[src/hw/axi_lite_pkg.sv]
/*
  AXI-Lite bus widths, response codes and the slave state type.
  Imported by the register slave, the register bank and the top level.
*/
package axi_lite_pkg;

  localparam int AXI_ADDR_W = 8;
  localparam int AXI_DATA_W = 32;

  typedef logic [AXI_ADDR_W-1:0] axi_addr_t;
  typedef logic [AXI_DATA_W-1:0] axi_data_t;

  // Only the two responses this slave ever returns
  typedef enum logic [1:0] {
    OKAY   = 2'b00,
    SLVERR = 2'b10
  } axi_resp_e;

  typedef enum logic [2:0] {
    IDLE,
    WRITE_REG,
    WRITE_RESP,
    READ_REG,
    READ_RESP
  } slave_state_e;

endpackage

[src/hw/nes_regs_pkg.sv]
/*
  Register map of the console host interface: word indices, bit fields,
  version constants and the HCI data types shared by bank and testbench.
*/
package nes_regs_pkg;

  // Byte address with the two low bits removed
  localparam int REG_INDEX_W = 6;

  typedef enum logic [REG_INDEX_W-1:0] {
    CONTROL      = 6'd0,
    STATUS       = 6'd1,
    USER_INPUT   = 6'd2,
    HCI_COUNT    = 6'd3,
    HCI_ADDR     = 6'd4,
    HCI_OPCODE   = 6'd5,
    HCI_DATA     = 6'd6,
    HCI_READ_STB = 6'd7,
    IMAGE_WIDTH  = 6'd8,
    IMAGE_HEIGHT = 6'd9,
    IMAGE_SIZE   = 6'd10,
    VERSION      = 6'd11
  } reg_index_e;

  // Control register
  localparam int CTRL_HCI_RESET_BIT     = 0;
  localparam int CTRL_CONSOLE_RESET_BIT = 1;

  // Status register
  localparam int STAT_HCI_READY_BIT  = 1;
  localparam int STAT_HCI_STATUS_LSB = 16;

  localparam logic [3:0] VER_MAJOR    = 4'd1;
  localparam logic [7:0] VER_MINOR    = 8'd0;
  localparam logic [3:0] VER_REVISION = 4'd0;
  localparam logic [31:0] VERSION_WORD = {VER_MAJOR, VER_MINOR, VER_REVISION, 16'h0000};

  typedef logic [7:0]  hci_opcode_t;
  typedef logic [7:0]  hci_byte_t;
  typedef logic [15:0] hci_status_t;
  typedef logic [15:0] hci_addr_t;

endpackage

[src/hw/reg_access_if.sv]
/*
  One single-word register access between the AXI-Lite slave and the bank.
  Requests are levels held until the matching one-cycle ack.
*/
`timescale 1ns/1ps

interface reg_access_if;
  import axi_lite_pkg::*;
  import nes_regs_pkg::*;

  reg_index_e index;
  logic       wr_rdy;
  axi_data_t  wr_data;
  logic       rd_req;

  logic       wr_ack;
  logic       rd_ack;
  axi_data_t  rd_data;
  // Index past VERSION, flagged together with either ack
  logic       invalid;

  modport slave (output index, wr_rdy, wr_data, rd_req,
                 input  wr_ack, rd_ack, rd_data, invalid);

  modport bank  (input  index, wr_rdy, wr_data, rd_req,
                 output wr_ack, rd_ack, rd_data, invalid);

endinterface

[src/hw/axi_lite_slave.sv]
/*
  AXI-Lite slave that turns each bus write or read into one register access
  on reg_access_if, then returns the response once the bank has answered.
*/
`timescale 1ns/1ps

module axi_lite_slave (
  input  logic                      clk,
  input  logic                      w_axi_rst,

  // Write address and data
  input  logic                      i_awvalid,
  input  axi_lite_pkg::axi_addr_t   i_awaddr,
  output logic                      o_awready,
  input  logic                      i_wvalid,
  input  axi_lite_pkg::axi_data_t   i_wdata,
  output logic                      o_wready,

  // Write response
  output logic                      o_bvalid,
  input  logic                      i_bready,
  output axi_lite_pkg::axi_resp_e   o_bresp,

  // Read address and data
  input  logic                      i_arvalid,
  input  axi_lite_pkg::axi_addr_t   i_araddr,
  output logic                      o_arready,
  output logic                      o_rvalid,
  input  logic                      i_rready,
  output axi_lite_pkg::axi_resp_e   o_rresp,
  output axi_lite_pkg::axi_data_t   o_rdata,

  reg_access_if.slave               reg_if
);
  import axi_lite_pkg::*;
  import nes_regs_pkg::*;

  slave_state_e state;
  logic         wr_accept;
  logic         rd_accept;

  // Writes win when both channels are offered in the same cycle
  assign wr_accept = (state == IDLE) && i_awvalid && i_wvalid;
  assign rd_accept = (state == IDLE) && !wr_accept && i_arvalid;

  always_ff @(posedge clk) begin
    o_awready <= 1'b0;
    o_wready  <= 1'b0;
    o_arready <= 1'b0;
    if (w_axi_rst) begin
      state         <= IDLE;
      reg_if.wr_rdy <= 1'b0;
      reg_if.rd_req <= 1'b0;
      o_bvalid      <= 1'b0;
      o_rvalid      <= 1'b0;
      o_bresp       <= OKAY;
      o_rresp       <= OKAY;
    end else begin
      case (state)
        IDLE: begin
          if (wr_accept) begin
            o_awready     <= 1'b1;
            o_wready      <= 1'b1;
            reg_if.wr_rdy <= 1'b1;
            state         <= WRITE_REG;
          end else if (rd_accept) begin
            o_arready     <= 1'b1;
            reg_if.rd_req <= 1'b1;
            state         <= READ_REG;
          end
        end
        WRITE_REG: begin
          if (reg_if.wr_ack) begin
            reg_if.wr_rdy <= 1'b0;
            o_bresp       <= reg_if.invalid ? SLVERR : OKAY;
            o_bvalid      <= 1'b1;
            state         <= WRITE_RESP;
          end
        end
        WRITE_RESP: begin
          // Response held steady until the master takes it
          if (i_bready) begin
            o_bvalid <= 1'b0;
            state    <= IDLE;
          end
        end
        READ_REG: begin
          if (reg_if.rd_ack) begin
            reg_if.rd_req <= 1'b0;
            o_rresp       <= reg_if.invalid ? SLVERR : OKAY;
            o_rvalid      <= 1'b1;
            state         <= READ_RESP;
          end
        end
        READ_RESP: begin
          if (i_rready) begin
            o_rvalid <= 1'b0;
            state    <= IDLE;
          end
        end
        default: state <= IDLE;
      endcase
    end
  end

  // Address, write word and read data
  always_ff @(posedge clk) begin
    if (wr_accept) begin
      reg_if.index   <= reg_index_e'(i_awaddr[AXI_ADDR_W-1:2]);
      reg_if.wr_data <= i_wdata;
    end else if (rd_accept) begin
      reg_if.index   <= reg_index_e'(i_araddr[AXI_ADDR_W-1:2]);
    end
    if (state == READ_REG && reg_if.rd_ack) begin
      o_rdata <= reg_if.rd_data;
    end
  end

endmodule

[src/hw/nes_axi_regs.sv]
/*
  Host register endpoint of the console core: AXI-Lite in, console
  controls, joypads and HCI out. All ports are plain signals.
*/
`timescale 1ns/1ps

module nes_axi_regs (
  input  logic                        clk,
  input  logic                        w_axi_rst,

  // AXI-Lite
  input  logic                        i_awvalid,
  input  axi_lite_pkg::axi_addr_t     i_awaddr,
  output logic                        o_awready,
  input  logic                        i_wvalid,
  input  axi_lite_pkg::axi_data_t     i_wdata,
  output logic                        o_wready,
  output logic                        o_bvalid,
  input  logic                        i_bready,
  output axi_lite_pkg::axi_resp_e     o_bresp,
  input  logic                        i_arvalid,
  input  axi_lite_pkg::axi_addr_t     i_araddr,
  output logic                        o_arready,
  output logic                        o_rvalid,
  input  logic                        i_rready,
  output axi_lite_pkg::axi_resp_e     o_rresp,
  output axi_lite_pkg::axi_data_t     o_rdata,

  // Console and HCI
  output logic                        o_hci_reset,
  output logic                        o_console_reset,
  output logic [7:0]                  o_jp1_state,
  output logic [7:0]                  o_jp2_state,
  output nes_regs_pkg::hci_opcode_t   o_hci_opcode,
  output logic                        o_hci_opcode_stb,
  output nes_regs_pkg::hci_byte_t     o_hci_din,
  output logic                        o_hci_din_stb,
  output logic                        o_hci_host_ready,
  output nes_regs_pkg::hci_addr_t     o_hci_addr,
  output axi_lite_pkg::axi_data_t     o_hci_count,
  input  logic                        i_hci_sm_ready,
  input  logic                        i_hci_opcode_ack,
  input  nes_regs_pkg::hci_status_t   i_hci_opcode_status,
  input  logic                        i_hci_dout_stb,
  input  nes_regs_pkg::hci_byte_t     i_hci_dout
);

  reg_access_if reg_if ();

  axi_lite_slave axi_lite_slave_inst (
    .clk       (clk),
    .w_axi_rst (w_axi_rst),
    .i_awvalid (i_awvalid),
    .i_awaddr  (i_awaddr),
    .o_awready (o_awready),
    .i_wvalid  (i_wvalid),
    .i_wdata   (i_wdata),
    .o_wready  (o_wready),
    .o_bvalid  (o_bvalid),
    .i_bready  (i_bready),
    .o_bresp   (o_bresp),
    .i_arvalid (i_arvalid),
    .i_araddr  (i_araddr),
    .o_arready (o_arready),
    .o_rvalid  (o_rvalid),
    .i_rready  (i_rready),
    .o_rresp   (o_rresp),
    .o_rdata   (o_rdata),
    .reg_if    (reg_if.slave)
  );

  nes_reg_bank nes_reg_bank_inst (
    .clk                 (clk),
    .w_axi_rst           (w_axi_rst),
    .reg_if              (reg_if.bank),
    .o_hci_reset         (o_hci_reset),
    .o_console_reset     (o_console_reset),
    .o_jp1_state         (o_jp1_state),
    .o_jp2_state         (o_jp2_state),
    .o_hci_opcode        (o_hci_opcode),
    .o_hci_opcode_stb    (o_hci_opcode_stb),
    .o_hci_din           (o_hci_din),
    .o_hci_din_stb       (o_hci_din_stb),
    .o_hci_host_ready    (o_hci_host_ready),
    .o_hci_addr          (o_hci_addr),
    .o_hci_count         (o_hci_count),
    .i_hci_sm_ready      (i_hci_sm_ready),
    .i_hci_opcode_ack    (i_hci_opcode_ack),
    .i_hci_opcode_status (i_hci_opcode_status),
    .i_hci_dout_stb      (i_hci_dout_stb),
    .i_hci_dout          (i_hci_dout)
  );

endmodule

[src/hw/nes_reg_bank.sv]
/*
  Register bank behind the AXI-Lite slave. Decodes register accesses into
  console controls, joypad states and HCI strobes, and builds the readback.
*/
`timescale 1ns/1ps

module nes_reg_bank (
  input  logic                        clk,
  input  logic                        w_axi_rst,

  reg_access_if.bank                  reg_if,

  // Console controls
  output logic                        o_hci_reset,
  output logic                        o_console_reset,
  output logic [7:0]                  o_jp1_state,
  output logic [7:0]                  o_jp2_state,

  // HCI toward the console core
  output nes_regs_pkg::hci_opcode_t   o_hci_opcode,
  output logic                        o_hci_opcode_stb,
  output nes_regs_pkg::hci_byte_t     o_hci_din,
  output logic                        o_hci_din_stb,
  output logic                        o_hci_host_ready,
  output nes_regs_pkg::hci_addr_t     o_hci_addr,
  output axi_lite_pkg::axi_data_t     o_hci_count,

  // HCI results from the console core
  input  logic                        i_hci_sm_ready,
  input  logic                        i_hci_opcode_ack,
  input  nes_regs_pkg::hci_status_t   i_hci_opcode_status,
  input  logic                        i_hci_dout_stb,
  input  nes_regs_pkg::hci_byte_t     i_hci_dout
);
  import axi_lite_pkg::*;
  import nes_regs_pkg::*;

  hci_status_t hci_status;
  hci_byte_t   hci_dout;
  logic        wr_fire;
  logic        rd_fire;
  axi_data_t   read_word;

  // A level seen right after our own ack is the old request
  assign wr_fire = reg_if.wr_rdy && !reg_if.wr_ack;
  assign rd_fire = reg_if.rd_req && !reg_if.rd_ack && !wr_fire;

  always_comb begin
    read_word = '0;
    case (reg_if.index)
      CONTROL: begin
        read_word[CTRL_HCI_RESET_BIT]     = o_hci_reset;
        read_word[CTRL_CONSOLE_RESET_BIT] = o_console_reset;
      end
      STATUS: begin
        read_word[STAT_HCI_READY_BIT]         = i_hci_sm_ready;
        read_word[STAT_HCI_STATUS_LSB +: 16] = hci_status;
      end
      HCI_COUNT:  read_word = o_hci_count;
      HCI_ADDR:   read_word[15:0] = o_hci_addr;
      HCI_OPCODE: read_word[7:0] = o_hci_opcode;
      HCI_DATA:   read_word[7:0] = hci_dout;
      VERSION:    read_word = VERSION_WORD;
      default:    read_word = '0;
    endcase
  end

  always_ff @(posedge clk) begin
    reg_if.wr_ack    <= 1'b0;
    reg_if.rd_ack    <= 1'b0;
    reg_if.invalid   <= 1'b0;
    o_hci_opcode_stb <= 1'b0;
    o_hci_din_stb    <= 1'b0;
    o_hci_host_ready <= 1'b0;
    if (w_axi_rst) begin
      o_hci_reset     <= 1'b1;
      o_console_reset <= 1'b1;
      o_jp1_state     <= '0;
      o_jp2_state     <= '0;
      o_hci_opcode    <= '0;
      o_hci_din       <= '0;
      o_hci_addr      <= '0;
      o_hci_count     <= '0;
      hci_status      <= '0;
      hci_dout        <= '0;
    end else begin
      // Console results are captured whenever they arrive
      if (i_hci_opcode_ack) begin
        hci_status <= i_hci_opcode_status;
      end
      if (i_hci_dout_stb) begin
        hci_dout <= i_hci_dout;
      end

      if (wr_fire) begin
        case (reg_if.index)
          CONTROL: begin
            o_hci_reset     <= reg_if.wr_data[CTRL_HCI_RESET_BIT];
            o_console_reset <= reg_if.wr_data[CTRL_CONSOLE_RESET_BIT];
          end
          USER_INPUT: begin
            o_jp1_state <= reg_if.wr_data[7:0];
            o_jp2_state <= reg_if.wr_data[15:8];
          end
          HCI_COUNT: o_hci_count <= reg_if.wr_data;
          HCI_ADDR:  o_hci_addr  <= reg_if.wr_data[15:0];
          HCI_OPCODE: begin
            o_hci_opcode     <= reg_if.wr_data[7:0];
            o_hci_opcode_stb <= 1'b1;
          end
          HCI_DATA: begin
            o_hci_din     <= reg_if.wr_data[7:0];
            o_hci_din_stb <= 1'b1;
          end
          HCI_READ_STB: o_hci_host_ready <= reg_if.wr_data[0];
          default: ;
        endcase
        reg_if.invalid <= (reg_if.index > VERSION);
        reg_if.wr_ack  <= 1'b1;
      end else if (rd_fire) begin
        reg_if.invalid <= (reg_if.index > VERSION);
        reg_if.rd_ack  <= 1'b1;
      end
    end
  end

  // Read data travels with rd_ack
  always_ff @(posedge clk) begin
    if (rd_fire) begin
      reg_if.rd_data <= read_word;
    end
  end

endmodule

[config.mk]
export PLATFORM = sky130hd
export DESIGN_NAME = nes_axi_regs
export DESIGN_NICKNAME = d
export VERILOG_FILES = /design/src/hw/axi_lite_pkg.sv /design/src/hw/nes_regs_pkg.sv /design/src/hw/reg_access_if.sv /design/src/hw/axi_lite_slave.sv /design/src/hw/nes_axi_regs.sv /design/src/hw/nes_reg_bank.sv
export SDC_FILE = /design/constraint.sdc
export NUM_CORES = 1
export LEC_CHECK = 0
export BUFFER_PORTS_ARGS = -buffer_cell sky130_fd_sc_hd__buf_2
export CAP_MARGIN = 20
export CORE_MARGIN = 2
export CORE_UTILIZATION = 50
export DETAILED_ROUTE_END_ITERATION = 6
export GPL_TIMING_DRIVEN = 0
export HOLD_SLACK_MARGIN = 0.05
export PLACE_DENSITY = 0.8
export SYNTH_ARGS = -nofsm -noshare
export SYNTH_HDL_FRONTEND = slang
export SYNTH_SLANG_ARGS = --single-unit
[constraint.sdc]
create_clock -name clk -period 3.7 [get_ports clk]
set_input_delay 0.185 -clock clk [delete_from_list [all_inputs] [get_ports clk]]
set_output_delay 0.185 -clock clk [all_outputs]
set_load 0.05 [all_outputs]
==> qor.tcl <==
set qor(p_leak_nw) 4.34
set qor(postSynth.asyncResetShare_pct) 0
set qor(worstSetupEndpointType) {flip-flop}
set qor(ff2ff_path_depth) 7
set qor(length_of_the_first_detailed_routing_pass_in_iterations) 5
set qor(clkSinkCount) 225
set qor(finalSetupViolations) 0
set qor(max_slew_margin_pct) 47.6
set qor(grt_first_pass_wirelength_um) 32900
set qor(worstSetupStartpointType) {flip-flop}
set qor(hold_viol_final) 0
set qor(antenna_found_initial) 0
set qor(cts_resized) 0
set qor(synth_seq_cells) 225
set qor(layout-area-overhead-vs-synth_pct) 34.5
set qor(criticalPathCategory) {flip-flop to flip-flop}
set qor(clock_tree.buffer_depth) 3
set qor(placeableCoreArea_mm2) 0.0158
set qor(destination_of_the_worst_hold_path) {axi_lite_slave_inst.reg_if.rd_req$_SDFFE_PP0P_}
set qor(worst_pin_slew_ns) 0.786
set qor(setup_tns_ns) 0
set qor(synth-warning-count) 0
set qor(avgSynthCellArea_um2) 11.2
set qor(hp-start) {i_wvalid}
set qor(numCtsBuffers) 22
set qor(hold_path_depth) 4
set qor(layout_commonest_cell) {sky130_fd_sc_hd__buf_2}
set qor(drt_iter0_markers) 425
set qor(cp_data_required_time_ns) 3.94
set qor(maxCapViolCount) 0
set qor(setup.reg_to_reg.worst_slack_ns) 0.82
set qor(post_layout_utilization_of_the_core_pct) 68.6
set qor(final_nets) 1101
set qor(initial_utilization_pct) 51.0
set qor(post_synth_edffs) 102
set qor(synth_ff_type) {sky130_fd_sc_hd__dfxtp_1}
set qor(detail_route.wirelength_um) 21700
set qor(period_minus_slack_ns) 2.88
set qor(wl_met3_um) 1540
set qor(number_of_h_tree_levels) 1
set qor(top_layer_used) {met4}
set qor(worst_ir_drop_vdd_mv) 0.343
set qor(antenna_cells) 0
set qor(r2r-start) {axi_lite_slave_inst.state[1]$_SDFFE_PP0P_}
set qor(clock_pin_slew_on_the_worst_setup_and_hold_paths_ns) 0.06
set qor(postPlaceCellArea_mm2) 0.00943
set qor(skew_ns) 0.0159
set qor(tritoncts_clock_tree) {built}
set qor(synth_cell_type_count) 36
set qor(drive_gt1_share_pct) 24.8
set qor(critical_path.startpoint) {axi_lite_slave_inst.state[1]$_SDFFE_PP0P_}
set qor(grt_setup_unrepaired) {false}
set qor(wl_per_cell_um) 17.4
set qor(dr_total_vias) 6437
set qor(synthCells) 720
set qor(io-pin-count) 208
set qor(slew_viol_final) 0
set qor(hold_path.class) {input port to flip-flop}
set qor(synthesis.area_mm2) 0.00807
set qor(final_instance_area_mm2) 0.0109
set qor(cp_data_arrival_time_ns) 3.12
set qor(clock_tree.root_cell) {sky130_fd_sc_hd__clkbuf_16}
set qor(outcome) {finished clean}
set qor(gp_routability_congestion) 0.924
set qor(grt-ovfl-total) 0
set qor(powerDensity_mw_per_mm2) 490
set qor(grt_start_max_net_pins) 34
set qor(detailed_place_hpwl_um) 14200
set qor(post-route-period-util_pct) 77.9
set qor(synth-seq-area-share_pct) 68.4
set qor(later_pin_clock_latency_in_the_skew_report_ns) 0.49
set qor(mostFrequentLayoutCells) {210 x sky130_fd_sc_hd__buf_2, 167 x sky130_fd_sc_hd__nand2_1, 123 x sky130_fd_sc_hd__dfxtp_1, 102 x sky130_fd_sc_hd__edfxtp_1, 97 x sky130_fd_sc_hd__a21oi_1}
set qor(die_area_mm2) 0.0172
set qor(ant_nets) 0
set qor(port_bufs) 198
set qor(timing.rr.end) {axi_lite_slave_inst.reg_if.index[2]$_DFFE_PP_}
set qor(vias_per_cell) 5.15
set qor(met1_length_um) 8760
set qor(crit_path_max_fanout) 23
set qor(first_global_vias) 6326
set qor(groute.usage.overall_pct) 25.1
set qor(core.rowCount) 46
set qor(fmaxAchievable_mhz) 347
set qor(detailroute.wirelength.met2_um) 10800
set qor(die_width_um) 131
set qor(floorplan.die.height_um) 131
set qor(drcViolationCount) 0
-- registers in the layout (all words and copies together), names as in the netlist, 3 cells and up --
name,count
axi_lite_slave_inst.reg_if.index,6
axi_lite_slave_inst.state,3
axi_lite_slave_inst.o_rdata,32
nes_reg_bank_inst.o_jp2_state,8
nes_reg_bank_inst.o_jp1_state,8
axi_lite_slave_inst.reg_if.wr_data,32
nes_reg_bank_inst.o_hci_addr,16
nes_reg_bank_inst.reg_if.rd_data,32
nes_reg_bank_inst.o_hci_opcode,8
nes_reg_bank_inst.hci_status,16
nes_reg_bank_inst.o_hci_count,32
nes_reg_bank_inst.hci_dout,8
nes_reg_bank_inst.o_hci_din,8
-- worst max-delay path by stage --
stage	end	slack [ns]	cells past startpoint
3_3_place_gp	axi_lite_slave_inst.reg_if.index[3]$_DFFE_PP_	0.33	5
4_1_cts	axi_lite_slave_inst.reg_if.index[3]$_DFFE_PP_	0.82	7
6_report	axi_lite_slave_inst.reg_if.index[2]$_DFFE_PP_	0.82	7
2_1_floorplan	axi_lite_slave_inst.reg_if.index[0]$_DFFE_PP_	1.07	5
3_5_place_dp	nes_reg_bank_inst.o_jp2_state[6]$_SDFFE_PP0P_	1.29	7
5_1_grt	axi_lite_slave_inst.reg_if.index[2]$_DFFE_PP_	0.65	7
-- Yosys cell counts (3+ instances only) --
| cell type | count | area [um2] |
|---|---|---|
| sky130_fd_sc_hd__mux2_1 | 6 | 67.6 |
| sky130_fd_sc_hd__nand3b_1 | 3 | 22.5 |
| sky130_fd_sc_hd__buf_4 | 3 | 22.5 |
| sky130_fd_sc_hd__o21ai_1 | 6 | 30.0 |
| sky130_fd_sc_hd__a22o_1 | 23 | 201 |
| sky130_fd_sc_hd__clkbuf_1 | 29 | 109 |
| sky130_fd_sc_hd__nor2b_1 | 4 | 25.0 |
| sky130_fd_sc_hd__nand2b_1 | 5 | 31.3 |
| sky130_fd_sc_hd__buf_1 | 3 | 11.3 |
| sky130_fd_sc_hd__nand2_1 | 167 | 627 |
| sky130_fd_sc_hd__and3_1 | 5 | 31.3 |
| sky130_fd_sc_hd__dfxtp_1 | 123 | 2460 |
| sky130_fd_sc_hd__edfxtp_1 | 102 | 3060 |
| sky130_fd_sc_hd__nand3_1 | 14 | 70.1 |
| sky130_fd_sc_hd__mux2i_1 | 35 | 350 |
| sky130_fd_sc_hd__nor3_1 | 9 | 45.0 |
| sky130_fd_sc_hd__nor2_1 | 48 | 180 |
| sky130_fd_sc_hd__a21oi_1 | 97 | 485 |
| sky130_fd_sc_hd__buf_2 | 12 | 60.1 |
| sky130_fd_sc_hd__inv_1 | 4 | 15.0 |
-- layout make-up --
class                      count  area (um2)
fill                        1155        4970
timing repair buffer         274        1790
tap                          216         270
buffer                        47         204
multi-input combinational    445        2340
sequential                   225        5530
clock inverter                 8        41.3
inverter                       4        15.0
clock buffer                  32         671
-- critical path: stages, from the launching register on --
cell                            delay (ns)
sky130_fd_sc_hd__dfxtp_1              0.30
sky130_fd_sc_hd__clkbuf_1             0.18
sky130_fd_sc_hd__nor3_1               0.34
sky130_fd_sc_hd__and3_1               0.20
sky130_fd_sc_hd__clkbuf_2             0.45
sky130_fd_sc_hd__buf_16               0.24
sky130_fd_sc_hd__mux2_1               0.35
sky130_fd_sc_hd__dlygate4sd3_1        0.55
-- layer usage --
layer	vias to the layer above	GRT usage, %
li1	3101	-
met3	44	4.95
met1	3019	31.2
met5	-	0
met4	0	8.95
met2	273	43.7
-- power breakdown --
group | total (W) | switching, W | internal [W]
registers | 0.00276 | 0.0000568 | 0.00271
clock network | 0.00216 | 0.000896 | 0.00126
logic | 0.000399 | 0.000228 | 0.000171
-- timing repair --
action,CTS,global route
setup buffers,0,0
hold buffers,72,0
hold endpoints to repair,67,0
-- stage by stage --
stage	hold WS (ns)	cells	power (W)	worst slack (ns)
CTS	0.135	1251	0.00534	0.823
global route	0.182	1251	0.00550	0.651
floorplan	0.284	721	0.00300	1.07
finish	0.164	1251	0.00532	0.816
global placement	0.362	1135	0.00312	0.332
detailed placement	0.363	1139	0.00314	1.29
-- kinds of logic after synthesis --
logic type,count (synthesis),synth area share [%]
AO/OA/AOI/OAI,135,9.59
buffers and inverters,51,2.70
flip-flops,225,68.4
multiplexers,42,5.32
other,1,0.0465
AND/OR/NAND/NOR,266,13.9
Note: power is estimated with default switching activity, not from simulation.
